### config.mk
export PLATFORM = sky130hd
export DESIGN_NAME = pio_rrsp
export DESIGN_NICKNAME = d
export VERILOG_FILES = /design/src/pio_rrsp_pkg.sv /design/src/pio_stream_if.sv /design/src/pio_rrsp_ctrl.sv /design/src/pio_mux.sv /design/src/pio_dw_align.sv /design/src/pio_rsp_split.sv /design/src/pio_cpl_head.sv /design/src/pio_rrsp.sv
export SDC_FILE = /design/constraint.sdc
export NUM_CORES = 1
export LEC_CHECK = 0
export BUFFER_PORTS_ARGS = -buffer_cell sky130_fd_sc_hd__buf_2
export CORE_AREA = 2 2 390 392
export DETAILED_ROUTE_END_ITERATION = 8
export DIE_AREA = 0 0 392 394
export GPL_TIMING_DRIVEN = 0
export PLACE_DENSITY = 0.42
export SYNTH_ARGS = -nofsm -noshare
export SYNTH_HDL_FRONTEND = slang
export SYNTH_SLANG_ARGS = --single-unit
### constraint.sdc
create_clock -name clk -period 11.2 [get_ports clk]
set_clock_uncertainty 0.2 [all_clocks]
set_input_delay 0 -clock clk [delete_from_list [all_inputs] [get_ports clk]]
set_output_delay 0 -clock clk [all_outputs]
set_load 0.1 [all_outputs]
### src/pio_rrsp_pkg.sv
package pio_rrsp_pkg;

    // ********************
    // bus and field widths
    // ********************
    localparam int pio_data_w      = 64;   // data bus width
    localparam int cc_byte_cnt_lsb = 16;   // byte count inside cc_head
    localparam int cc_byte_cnt_msb = 28;
    localparam int cc_dw_cnt_lsb   = 32;   // dw count field, 11 bits
    localparam int cc_low_addr_w   = 7;    // lower address field

    typedef logic [pio_data_w-1:0] pio_data_t;

    // payload size code, 0 is 128B and each step doubles up to 4096B
    typedef logic [2:0] max_pyld_t;

    // ********************
    // header formats
    // ********************
    typedef struct packed {
        logic        is_wr;
        logic [2:0]  bar_id;
        logic [31:0] addr;      // byte address of first byte
        logic [95:0] cc_head;   // completion header
    } pio_head_t;

    typedef struct packed {
        pio_head_t   pio_head;
        logic [3:0]  first_be;
        logic [3:0]  last_be;
        logic [10:0] dw_cnt;
        logic [31:0] aligned_addr;   // addr with [1:0] cleared
    } align_head_t;

    typedef struct packed {
        logic [3:0]  first_be;
        logic [3:0]  last_be;
        logic [31:0] addr;      // aligned address of the chunk
        logic [95:0] cc_head;   // rewritten header
    } cpl_head_t;

endpackage

### src/pio_stream_if.sv
interface pio_stream_if #(
    parameter type head_t = logic
) ();
    import pio_rrsp_pkg::*;

    pio_data_t data;
    head_t     head;    // valid on first beat of a packet
    logic      last;
    logic      valid;
    logic      ready;

    modport src (
        output data,
        output head,
        output last,
        output valid,
        input  ready
    );

    modport snk (
        input  data,
        input  head,
        input  last,
        input  valid,
        output ready
    );

endinterface

### src/pio_rrsp_ctrl.sv
module pio_rrsp_ctrl #(
    parameter int CHANNEL_NUM = 4
) (
    input  logic                           clk,
    input  logic                           arst_n,
    input  logic [CHANNEL_NUM-1:0]         chnl_valid,   // per channel request
    input  logic [CHANNEL_NUM-1:0]         chnl_last,
    input  logic                           beat_acc,     // beat taken by the mux
    output logic                           grant_vld,
    output logic [$clog2(CHANNEL_NUM)-1:0] grant_idx     // doubles as rr pointer
);
    localparam int idx_w = $clog2(CHANNEL_NUM);

    logic             nxt_found;
    logic [idx_w-1:0] nxt_idx;
    logic [idx_w-1:0] cand;

    // search starts one past the last granted channel
    always_comb begin
        nxt_found = 1'b0;
        nxt_idx   = grant_idx;   // no request keeps the pointer
        cand      = grant_idx;
        for (int i = 1; i <= CHANNEL_NUM; i++) begin
            cand = idx_w'((int'(grant_idx) + i) % CHANNEL_NUM);
            if (!nxt_found && chnl_valid[cand]) begin
                nxt_found = 1'b1;   // first hit wins
                nxt_idx   = cand;
            end
        end
    end

    always_ff @(posedge clk or negedge arst_n) begin
        if (!arst_n) begin
            grant_vld <= 1'b0;
            grant_idx <= idx_w'(CHANNEL_NUM - 1);   // ch 0 first after reset
        end else if (!grant_vld) begin
            grant_vld <= nxt_found;                // lock for a whole packet
            grant_idx <= nxt_idx;
        end else if (beat_acc && chnl_last[grant_idx]) begin
            grant_vld <= 1'b0;                     // last beat gone, unlock
        end
    end

endmodule

### src/pio_mux.sv
module pio_mux #(
    parameter int CHANNEL_NUM = 4
) (
    input  logic                                      clk,
    input  logic                                      arst_n,
    input  pio_rrsp_pkg::pio_data_t [CHANNEL_NUM-1:0] chnl_data,
    input  pio_rrsp_pkg::pio_head_t [CHANNEL_NUM-1:0] chnl_head,
    input  logic [CHANNEL_NUM-1:0]                    chnl_last,
    input  logic [CHANNEL_NUM-1:0]                    chnl_valid,
    output logic [CHANNEL_NUM-1:0]                    chnl_ready,
    input  logic                                      grant_vld,
    input  logic [$clog2(CHANNEL_NUM)-1:0]            grant_idx,
    output logic                                      beat_acc,   // one pulse per beat
    pio_stream_if.src                                 mux_s
);
    logic sel_valid;
    logic stage_rdy;

    assign sel_valid = grant_vld & chnl_valid[grant_idx];
    assign stage_rdy = !mux_s.valid || mux_s.ready;   // empty or draining
    assign beat_acc  = sel_valid & stage_rdy;

    // only the granted channel sees ready
    always_comb begin
        chnl_ready            = '0;
        chnl_ready[grant_idx] = grant_vld & stage_rdy;
    end

    always_ff @(posedge clk or negedge arst_n) begin
        if (!arst_n) begin
            mux_s.valid <= 1'b0;
        end else if (stage_rdy) begin
            mux_s.valid <= sel_valid;
        end
    end

    always_ff @(posedge clk) begin
        if (beat_acc) begin
            mux_s.data <= chnl_data[grant_idx];
            mux_s.head <= chnl_head[grant_idx];
            mux_s.last <= chnl_last[grant_idx];
        end
    end

endmodule

### src/pio_dw_align.sv
module pio_dw_align (
    input  logic      clk,
    input  logic      arst_n,
    pio_stream_if.snk mux_s,
    pio_stream_if.src align_s
);
    import pio_rrsp_pkg::*;

    localparam int bc_w = cc_byte_cnt_msb - cc_byte_cnt_lsb + 1;

    // ********************
    // first beat math
    // ********************
    logic [1:0]              in_off;      // lane of the first byte
    logic [bc_w-1:0]         byte_cnt;
    logic [bc_w-1:0]         bc_m1;
    logic [bc_w-1:0]         end_byte;    // last byte offset from aligned addr
    logic [3:0]              end_be;      // lanes up to the last byte
    logic [3:0]              start_be;
    logic [3:0]              tail_sum;
    logic                    tail_need;   // shifted bytes spill past last beat
    logic [10:0]             dw_cnt;

    logic                    first_q;     // next input beat opens a packet
    logic [1:0]              off_q;
    logic                    need_q;
    logic                    tail_q;      // overflow beat pending
    pio_data_t               carry_q;     // bytes pushed out of the last beat
    logic [1:0]              cur_off;
    logic                    cur_need;
    logic [2*pio_data_w-1:0] wide;
    logic                    stage_rdy;
    logic                    in_acc;

    assign in_off    = mux_s.head.addr[1:0];
    assign byte_cnt  = mux_s.head.cc_head[cc_byte_cnt_msb:cc_byte_cnt_lsb];
    assign bc_m1     = byte_cnt - 1'b1;
    assign end_byte  = bc_m1 + bc_w'(in_off);
    assign dw_cnt    = 11'(end_byte[bc_w-1:2]) + 11'd1;
    assign end_be    = 4'hf >> (2'd3 - end_byte[1:0]);
    assign start_be  = 4'hf << in_off;
    assign tail_sum  = {1'b0, bc_m1[2:0]} + {2'b00, in_off};
    assign tail_need = tail_sum[3];   // carry out of the 8 lanes

    assign cur_off   = first_q ? in_off : off_q;
    assign cur_need  = first_q ? tail_need : need_q;
    assign wide      = {{pio_data_w{1'b0}}, mux_s.data} << {cur_off, 3'b000};
    assign stage_rdy = !align_s.valid || align_s.ready;

    assign mux_s.ready = stage_rdy && !tail_q;   // input held off on tail beat
    assign in_acc      = mux_s.valid && mux_s.ready;

    always_ff @(posedge clk or negedge arst_n) begin
        if (!arst_n) begin
            align_s.valid <= 1'b0;
            first_q       <= 1'b1;
            tail_q        <= 1'b0;
        end else if (stage_rdy) begin
            align_s.valid <= tail_q || in_acc;
            if (tail_q) begin
                tail_q <= 1'b0;
            end else if (in_acc) begin
                first_q <= mux_s.last;
                tail_q  <= mux_s.last && cur_need;
            end
        end
    end

    always_ff @(posedge clk) begin
        if (stage_rdy && tail_q) begin
            align_s.data <= carry_q;   // leftover bytes only
            align_s.last <= 1'b1;
        end else if (in_acc) begin
            align_s.data <= wide[pio_data_w-1:0] | (first_q ? '0 : carry_q);
            align_s.last <= mux_s.last && !cur_need;
            carry_q      <= wide[2*pio_data_w-1:pio_data_w];
            if (first_q) begin
                off_q                     <= in_off;
                need_q                    <= tail_need;
                align_s.head.pio_head     <= mux_s.head;
                align_s.head.first_be     <= (dw_cnt == 11'd1) ? (start_be & end_be) : start_be;
                align_s.head.last_be      <= (dw_cnt == 11'd1) ? 4'h0 : end_be;
                align_s.head.dw_cnt       <= dw_cnt;
                align_s.head.aligned_addr <= {mux_s.head.addr[31:2], 2'b00};
            end
        end
    end

endmodule

### src/pio_rsp_split.sv
module pio_rsp_split (
    input  logic                    clk,
    input  logic                    arst_n,
    input  pio_rrsp_pkg::max_pyld_t max_pyld_sz,   // static while a packet flows
    pio_stream_if.snk               align_s,
    pio_stream_if.src               split_s
);
    import pio_rrsp_pkg::*;

    logic [9:0]  chunk_beats;   // payload bytes / 8
    logic [10:0] chunk_dws;
    logic [8:0]  beat_q;        // beat index inside the chunk
    logic [10:0] dw_sent_q;     // dws in chunks already closed
    align_head_t head_q;        // packet header kept from beat 0
    align_head_t pkt_head;
    align_head_t chunk_head;
    logic [10:0] dw_left;
    logic        more;          // another chunk follows this one
    logic        pkt_first;
    logic        chunk_end;
    logic        stage_rdy;
    logic        in_acc;

    assign chunk_beats = 10'd16 << max_pyld_sz;
    assign chunk_dws   = {chunk_beats, 1'b0};
    assign pkt_first   = (dw_sent_q == '0) && (beat_q == '0);
    assign pkt_head    = pkt_first ? align_s.head : head_q;
    assign dw_left     = pkt_head.dw_cnt - dw_sent_q;
    assign more        = dw_left > chunk_dws;
    assign chunk_end   = (beat_q == 9'(chunk_beats - 1'b1)) || align_s.last;
    assign stage_rdy   = !split_s.valid || split_s.ready;

    assign align_s.ready = stage_rdy;
    assign in_acc        = align_s.valid && stage_rdy;

    // ********************
    // per chunk header
    // ********************
    always_comb begin
        chunk_head              = pkt_head;
        chunk_head.dw_cnt       = more ? chunk_dws : dw_left;
        chunk_head.aligned_addr = pkt_head.aligned_addr + 32'({dw_sent_q, 2'b00});
        chunk_head.first_be     = pkt_first ? pkt_head.first_be : 4'hf;
        chunk_head.last_be      = more ? 4'hf : pkt_head.last_be;   // final chunk keeps it
    end

    always_ff @(posedge clk or negedge arst_n) begin
        if (!arst_n) begin
            split_s.valid <= 1'b0;
            beat_q        <= '0;
            dw_sent_q     <= '0;
        end else if (stage_rdy) begin
            split_s.valid <= align_s.valid;
            if (in_acc) begin
                if (align_s.last) begin
                    beat_q    <= '0;
                    dw_sent_q <= '0;                      // ready for next packet
                end else if (chunk_end) begin
                    beat_q    <= '0;
                    dw_sent_q <= dw_sent_q + chunk_dws;   // full chunk gone
                end else begin
                    beat_q <= beat_q + 1'b1;
                end
            end
        end
    end

    always_ff @(posedge clk) begin
        if (in_acc) begin
            split_s.data <= align_s.data;
            split_s.last <= chunk_end;   // forced at the size boundary
            if (pkt_first) begin
                head_q <= align_s.head;
            end
            if (beat_q == '0) begin
                split_s.head <= chunk_head;
            end
        end
    end

endmodule

### src/pio_cpl_head.sv
module pio_cpl_head (
    input  logic                    clk,
    input  logic                    arst_n,
    pio_stream_if.snk               split_s,
    output pio_rrsp_pkg::pio_data_t cpl_data,
    output logic [3:0]              cpl_first_be,
    output logic [3:0]              cpl_last_be,
    output logic [31:0]             cpl_addr,
    output logic [95:0]             cpl_cc_head,
    output logic                    cpl_last,
    output logic                    cpl_valid,
    input  logic                    cpl_ready
);
    import pio_rrsp_pkg::*;

    cpl_head_t  nxt_head;
    cpl_head_t  head_q;
    pio_data_t  data_q;
    logic [1:0] first_empty;   // dead bytes ahead of the first valid one
    logic       stage_rdy;

    assign stage_rdy     = !cpl_valid || cpl_ready;
    assign split_s.ready = stage_rdy;

    // lowest set bit of first_be
    always_comb begin
        first_empty = 2'd0;
        for (int i = 3; i >= 0; i--) begin
            if (split_s.head.first_be[i]) begin
                first_empty = 2'(i);
            end
        end
    end

    always_comb begin
        nxt_head          = '0;
        nxt_head.first_be = split_s.head.first_be;
        nxt_head.last_be  = split_s.head.last_be;
        nxt_head.addr     = split_s.head.aligned_addr;
        nxt_head.cc_head  = split_s.head.pio_head.cc_head;   // byte count left as is
        nxt_head.cc_head[cc_dw_cnt_lsb +: 11] = split_s.head.dw_cnt;
        nxt_head.cc_head[cc_low_addr_w-1:0] =
            {split_s.head.aligned_addr[cc_low_addr_w-1:2], first_empty};
    end

    always_ff @(posedge clk or negedge arst_n) begin
        if (!arst_n) begin
            cpl_valid <= 1'b0;
        end else if (stage_rdy) begin
            cpl_valid <= split_s.valid;
        end
    end

    always_ff @(posedge clk) begin
        if (split_s.valid && stage_rdy) begin
            data_q   <= split_s.data;
            head_q   <= nxt_head;
            cpl_last <= split_s.last;   // end of completion
        end
    end

    assign cpl_data     = data_q;
    assign cpl_first_be = head_q.first_be;
    assign cpl_last_be  = head_q.last_be;
    assign cpl_addr     = head_q.addr;
    assign cpl_cc_head  = head_q.cc_head;

endmodule

### src/pio_rrsp.sv
module pio_rrsp #(
    parameter int CHANNEL_NUM = 4
) (
    input  logic                                      clk,
    input  logic                                      arst_n,
    input  pio_rrsp_pkg::pio_data_t [CHANNEL_NUM-1:0] chnl_data,
    input  pio_rrsp_pkg::pio_head_t [CHANNEL_NUM-1:0] chnl_head,
    input  logic [CHANNEL_NUM-1:0]                    chnl_last,
    input  logic [CHANNEL_NUM-1:0]                    chnl_valid,
    output logic [CHANNEL_NUM-1:0]                    chnl_ready,
    input  pio_rrsp_pkg::max_pyld_t                   max_pyld_sz,
    output pio_rrsp_pkg::pio_data_t                   cpl_data,
    output logic [3:0]                                cpl_first_be,
    output logic [3:0]                                cpl_last_be,
    output logic [31:0]                               cpl_addr,
    output logic [95:0]                               cpl_cc_head,
    output logic                                      cpl_last,
    output logic                                      cpl_valid,
    input  logic                                      cpl_ready
);
    import pio_rrsp_pkg::*;

    logic                           grant_vld;
    logic [$clog2(CHANNEL_NUM)-1:0] grant_idx;
    logic                           beat_acc;

    pio_stream_if #(.head_t(pio_head_t))   mux_s ();     // mux -> align
    pio_stream_if #(.head_t(align_head_t)) align_s ();   // align -> split
    pio_stream_if #(.head_t(align_head_t)) split_s ();   // split -> header rewrite

    pio_rrsp_ctrl #(.CHANNEL_NUM(CHANNEL_NUM)) pio_rrsp_ctrl_i (
        .clk        (clk),
        .arst_n     (arst_n),
        .chnl_valid (chnl_valid),
        .chnl_last  (chnl_last),
        .beat_acc   (beat_acc),
        .grant_vld  (grant_vld),
        .grant_idx  (grant_idx)
    );

    pio_mux #(.CHANNEL_NUM(CHANNEL_NUM)) pio_mux_i (
        .clk        (clk),
        .arst_n     (arst_n),
        .chnl_data  (chnl_data),
        .chnl_head  (chnl_head),
        .chnl_last  (chnl_last),
        .chnl_valid (chnl_valid),
        .chnl_ready (chnl_ready),
        .grant_vld  (grant_vld),
        .grant_idx  (grant_idx),
        .beat_acc   (beat_acc),
        .mux_s      (mux_s.src)
    );

    pio_dw_align pio_dw_align_i (
        .clk     (clk),
        .arst_n  (arst_n),
        .mux_s   (mux_s.snk),
        .align_s (align_s.src)
    );

    pio_rsp_split pio_rsp_split_i (
        .clk         (clk),
        .arst_n      (arst_n),
        .max_pyld_sz (max_pyld_sz),
        .align_s     (align_s.snk),
        .split_s     (split_s.src)
    );

    pio_cpl_head pio_cpl_head_i (
        .clk          (clk),
        .arst_n       (arst_n),
        .split_s      (split_s.snk),
        .cpl_data     (cpl_data),
        .cpl_first_be (cpl_first_be),
        .cpl_last_be  (cpl_last_be),
        .cpl_addr     (cpl_addr),
        .cpl_cc_head  (cpl_cc_head),
        .cpl_last     (cpl_last),
        .cpl_valid    (cpl_valid),
        .cpl_ready    (cpl_ready)
    );

endmodule

; ---- After elaboration in Yosys (flattened, before gate mapping)
; Index checks and enable logic that the tools add are counted.
[totals]
reg_bits = 1059
latchBits = 0
ramBits = 0
mem_bits_ro = 0
output_inout_bits = 206
n_memories = 0
[classes]
n_addsub = 14
mul = 0
div_mod_pow = 0
n_lt_le_gt_ge = 7
eq_ne = 2
shift = 4
mux = 45
bitwise = 9
n_reduce_logical = 41
[ops]
columns = op, n
row1 = $bmux W132 S2, 1
row2 = $mux W64, 4
row3 = $mux W147, 1
row4 = $mux W132, 1
row5 = $bmux W64 S2, 1
row6 = $shl A64 B5 Y128, 1
row7 = $or A64 B64 Y64, 1
row8 = $mux W11, 3
row9 = $add A32 B13 Y32, 1
row10 = $mux W9, 2
row11 = $mux W1, 17
row12 = $lt A2 B3 Y1 const B, 5
row13 = $mux W2, 7
row14 = $add A13 B2 Y13, 1
row15 = $logic_and A1 B1 Y1, 13
row16 = $sub A13 B1 Y13 const B, 1
row17 = $bmux W1 S2, 6
row18 = $add A11 B1 Y11 const B, 1
row19 = $add A11 B11 Y11, 1
row20 = $eq A11 B1 Y1 const B, 1
row21 = $gt A11 B11 Y1, 1
row22 = $logic_not A11 Y1, 1
row23 = $sub A11 B11 Y11, 1
row24 = $shl A5 B3 Y10 const A, 1
row25 = other kinds (23), 49

; ---- Depth between registers and ports, before layout
[logic_depth]
depth_word = 14
mapped_depth = 23
ltp_nobuf = 18

; ---- Cells and area by module
; A second synthesis with hierarchy kept.
[hier_totals]
cells_unflattened = 2416
area_unflattened_um2 = 45398.5
[by_module_without_submodules]
columns = module, n_inst, cells_each, area_each_um2
row1 = pio_rsp_split, 1, 961, 17440.5
row2 = pio_mux, 1, 449, 11003.1
row3 = pio_dw_align, 1, 765, 10652.7
row4 = pio_cpl_head, 1, 210, 6004.5
row5 = pio_rrsp_ctrl, 1, 31, 297.8

; ---- Worst setup path after synthesis
; No wires, ideal clock.
[synth_path]
kind = register to register
startpoint = register pio_cpl_head_i.cpl_valid
endpoint = register pio_cpl_head_i.head_q (netlist bit pio_cpl_head_i.cpl_addr[0]) (enable)
setup_ns = 0.778
t_arrival_ns = 9.698
path_slack_ns = 0.524
path_stages_with_launch = 3
n_path_buf = 0
cell_sequence = dfrtp_1 -> nor2b_1 -> nor2b_1
[synth_via]
elab_chain_len = 3
[synth_rtl]
columns = item, line_no
row1 = "start, declared", pio_cpl_head.sv:11  ; output logic cpl_valid,
row2 = "start signal, assigned", pio_cpl_head.sv:50  ; cpl_valid <= split_s.valid;
row3 = $logic_not A1 Y1, pio_cpl_head.sv:22  ; assign stage_rdy = !cpl_valid || cpl_ready;
row4 = $logic_or A1 B1 Y1, pio_cpl_head.sv:22
row5 = $logic_and A1 B1 Y1, pio_cpl_head.sv:55  ; if (split_s.valid && stage_rdy) begin
row6 = "end signal, assigned", pio_cpl_head.sv:57  ; head_q <= nxt_head;
row7 = "end, declared", pio_cpl_head.sv:17  ; cpl_head_t head_q;
; Every way passes these cells.
; A chain may end at the register's enable or synchronous reset.

==> results summary <==
The synthesized design contains 933 register bits. The most used flip-flop cell after synthesis is sky130_fd_sc_hd__edfxtp_1. The number of gates resized after CTS was 0. With fillers left out, the area of the finished cells amounts to 0.0571 mm². The net total in the final layout came out at 4,764. Among all stages on the critical path, the largest delay is contributed by sky130_fd_sc_hd__o31ai_1.

The final-layout fill cell count came out at 14,300. The headroom to the max-slew limit is 20.9%. No sink is reached through more buffers than the 3 on the longest clock path. The signal on the critical path passes through inv_1, ha_1, nor4b_1, nand4_1, clkbuf_1, clkbuf_1, clkbuf_2, clkbuf_1, mux2_2, ha_1, o21a_1, o21a_1, o21a_1, o21a_1, nor2_1, xnor2_1, inv_1, ha_1, nand3_1, o31ai_1, mux2_2. The worst setup path is captured at a flip-flop. The static power due to leakage came out at 21.5 nW. The minimum clock period came out at 8330 ps. The final RePlAce weighted congestion came out at 0.873. The total of hold buffers inserted after clock tree synthesis is 711. The cell area power density is 336 mW/mm². The peak clock frequency supported by timing is 0.120 GHz. The detailed placer's ending HPWL came out at 94,000 µm.

The number of antenna violations at the first check in global routing is 20. The fraction of the core area covered by cells at the end of the flow came out at 37.9%. For this block, the routed nets add up to 129,000 µm of wire.

The synthesized area divided by synthesized cell count is 17.8 µm². In this run the core area contains 143 standard-cell rows. Setup violations remaining at the end of the flow were counted as 0. The number of nets produced by synthesis is 3,014. The via density per instance came out at 4.35. The first global-routing pass estimated 186,000 µm of wire. The core region area is 0.151 mm².

The maximum vdd drop came out at 185 µV. The count of routing violations after the opening detailed-route iteration is 1,719. Detailed routing inserted a total of 26,400 vias.

The first detailed-routing pass ran for 5 iterations. The hold violation count in the final report came to 0. The die is 392 µm wide. The area added between synthesis and finish is 46.8%. Counting tap cells, the placed design contains a total of 5,142 instances. The count of flip-flops with a built-in enable after synthesis is 908.

The path class of the tightest hold or removal check is input pin to flip-flop. The count of nets left with antenna violations once routing finished came out at 0. The synthesized instance count came out at 2,179. At the worst endpoint, the required time is 11,450 ps. The via count of the first global-routing pass came out at 28,100. The starting density of the core is 25.8%. The total routing usage reported by global routing came out at 16.4%.

The die height came out at 394 µm. The Yosys warning count is 0. The netlist area before placement is 0.0389 mm². For the pin with the worst max-slew slack, the measured transition is 1190 ps.

The clock-pin slew on the worst setup and hold paths is 60 ps. The number of standard cells in the final layout excluding fillers came out at 6,062. The final worst-path cycle share came out at 74.4%. The number of levels in the clock H-tree is 3. Port buffering added 913 buffers. Along the worst path, the maximum fanout reaches 10. The peak per-stage delay on the critical path came out at 900 ps.

For the worst-skew pair, the clock arrives at the later sink with an insertion delay of 720 ps. The distinct cell type count of the synthesized netlist is 80. The run finished with clean final reports. STA puts the critical path data arrival time at 8580 ps.

The area after detailed placement is 0.0465 mm². CTS saw 933 sinks. The number of setup buffers added after CTS is 0. Clock tree synthesis selected as its root buffer the cell sky130_fd_sc_hd__clkbuf_16. STA classifies the critical path startpoint as a flip-flop. The mean routed wirelength per cell came out at 21.3 µm.

The share of layout cells above drive strength 1 is 35.7%. The logic depth of the worst register-to-register path is 21. The full die area came out at 0.154 mm².

The residual DRC count came out at 0. Setup repair after global routing left no endpoint under its margin. 1,004 I/O pins were placed. The most numerous cell type found on the critical path is sky130_fd_sc_hd__o21a_1. The number of pins exceeding their max-slew limit in the final report is 0.

By startpoint and endpoint, the worst setup path is classified as flip-flop to flip-flop. The worst hold path depth is 3. For this run, asynchronously set or reset flops after synthesis account for 2.57%. Entering global routing, the biggest net connects 67 pins. TritonCTS built the clock tree. The CTS buffer count is 104. The max-cap violation count came out at 0. After global routing the overflow that remains totals 0. After synthesis, flip-flops and latches occupy 71.7% of the total area.
## cell usage after synthesis, drive strengths merged (12+ instances only)
cell type | n | area (µm²)
edfxtp | 908 | 27300
nand2 | 187 | 702
mux4 | 185 | 4170
mux2 | 118 | 1330
nor2 | 81 | 304
clkbuf | 79 | 297
o21ai | 56 | 280
inv | 51 | 191
a21oi | 48 | 240
xnor2 | 44 | 385
buf | 37 | 169
ha | 35 | 438
mux2i | 35 | 350
nor3 | 25 | 130
and3 | 24 | 150
dfrtp | 21 | 526
nand3 | 20 | 100
a211oi | 19 | 155
a311oi | 16 | 140
xor2 | 16 | 140
and2 | 15 | 93.8
nand2b | 15 | 93.8
nor2b | 12 | 75.1
## cell families after synthesis
group | share of synthesized area (%)
buffers and inverters | 1.69
muxes | 15.0
DFF | 71.7
other | 0.00964
xor gates and xnor gates | 1.41
and+or+nand+nor | 5.28
AOI/OAI and AO/OA | 3.64
adders and majority gates | 1.23
## metal layers
layer | up-vias | share of wire (%) | wire length (µm) | global-route usage [%]
met3 | 206 | 5.8 | 7450 | 2.90
met4 | 6 | 3.5 | 4550 | 6.23
met5 | - | 0.036 | 46 | 0
li1 | 12200 | - | - | -
met1 | 13100 | 39 | 50400 | 19.2
met2 | 887 | 52 | 66800 | 29.7
## registers in the layout, summed over array words and instances (netlist names), 64 cells and up
signal,flops
pio_cpl_head_i.cpl_cc_head,96
pio_cpl_head_i.cpl_data,64
pio_dw_align_i.align_s.data,64
pio_dw_align_i.align_s.head,127
pio_mux_i.mux_s.data,64
pio_mux_i.mux_s.head,110
pio_rsp_split_i.head_q,125
pio_rsp_split_i.split_s.data,64
pio_rsp_split_i.split_s.head,129
## stage by stage
stage / TNS, ps / setup WS (ps) / hold WS, ps / power (W)
floorplan: 0 / 524 / -496 / 0.0126
global placement: -2365910 / -6670 / -86.3 / 0.0155
detailed placement: 0 / 2340 / -93.0 / 0.0152
CTS: 0 / 2380 / 0.297 / 0.0196
global route: 0 / 2190 / 30.8 / 0.0203
finish: 0 / 2870 / 70.6 / 0.0192
## worst paths after layout
| path | slack (ps) | startpoint | endpoint |
|---|---|---|---|
| hold / removal | 70 | chnl_head[50] | pio_mux_i.mux_s.head[50] |
| min in group asynchronous | 350 | arst_n | pio_dw_align_i.first_q |
| setup / recovery | 2870 | pio_rsp_split_i.beat_q[0] | pio_rsp_split_i.split_s.head[40] |
| setup reg to reg | 2870 | pio_rsp_split_i.beat_q[0] | pio_rsp_split_i.split_s.head[40] |
| max in group asynchronous | 10230 | arst_n | pio_rsp_split_i.split_s.valid |
| hold reg to reg | 180 | pio_mux_i.mux_s.head[30] | pio_dw_align_i.align_s.head[81] |
## final cells by class
| class | instances | area (µm²) | area share [%] |
|---|---|---|---|
| flip-flops and latches | 933 | 27900 | 48.8 |
| repair buffers | 1644 | 12200 | 21.3 |
| multi-input cells | 1079 | 10400 | 18.2 |
| clock buffers | 127 | 2730 | 4.78 |
| well taps | 2030 | 2540 | 4.45 |
| clock inverters | 69 | 681 | 1.19 |
| plain buffers | 116 | 474 | 0.830 |
| inverters | 51 | 199 | 0.348 |
| diodes | 13 | 32.5 | 0.0570 |
## layout by cell type (no fill, tap or decap), drive strengths merged, types with 25 or more instances in the layout
master and n:
edfxtp 908, clkinv 54, nor3 25, clkbuf 206, o21ai 56, ha 35, xnor2 44, nor2 81
mux2 118, dlygate4sd3 710, a21oi 48, mux4 185, nand2 187, mux2i 35, buf 971, inv 54
## where the power goes
| group | switching (W) | internal [W] | total [W] |
|---|---|---|---|
| logic | 0.00577 | 0.00295 | 0.00871 |
| registers | 0.000669 | 0.00643 | 0.00710 |
| clock network | 0.00146 | 0.00194 | 0.00339 |
## worst max-delay path, delay by kind of cell, from the launching register on
family                     cells  cell delay (ps)
AOI/OAI and AO/OA              5             1720
xor gates and xnor gates       1              160
adders and majority gates      3              830
buffers and inverters          6             2800
DFF                            1              400
muxes                          2              880
and+or+nand+nor                4             1060
Power figures use the tool's default switching activity.
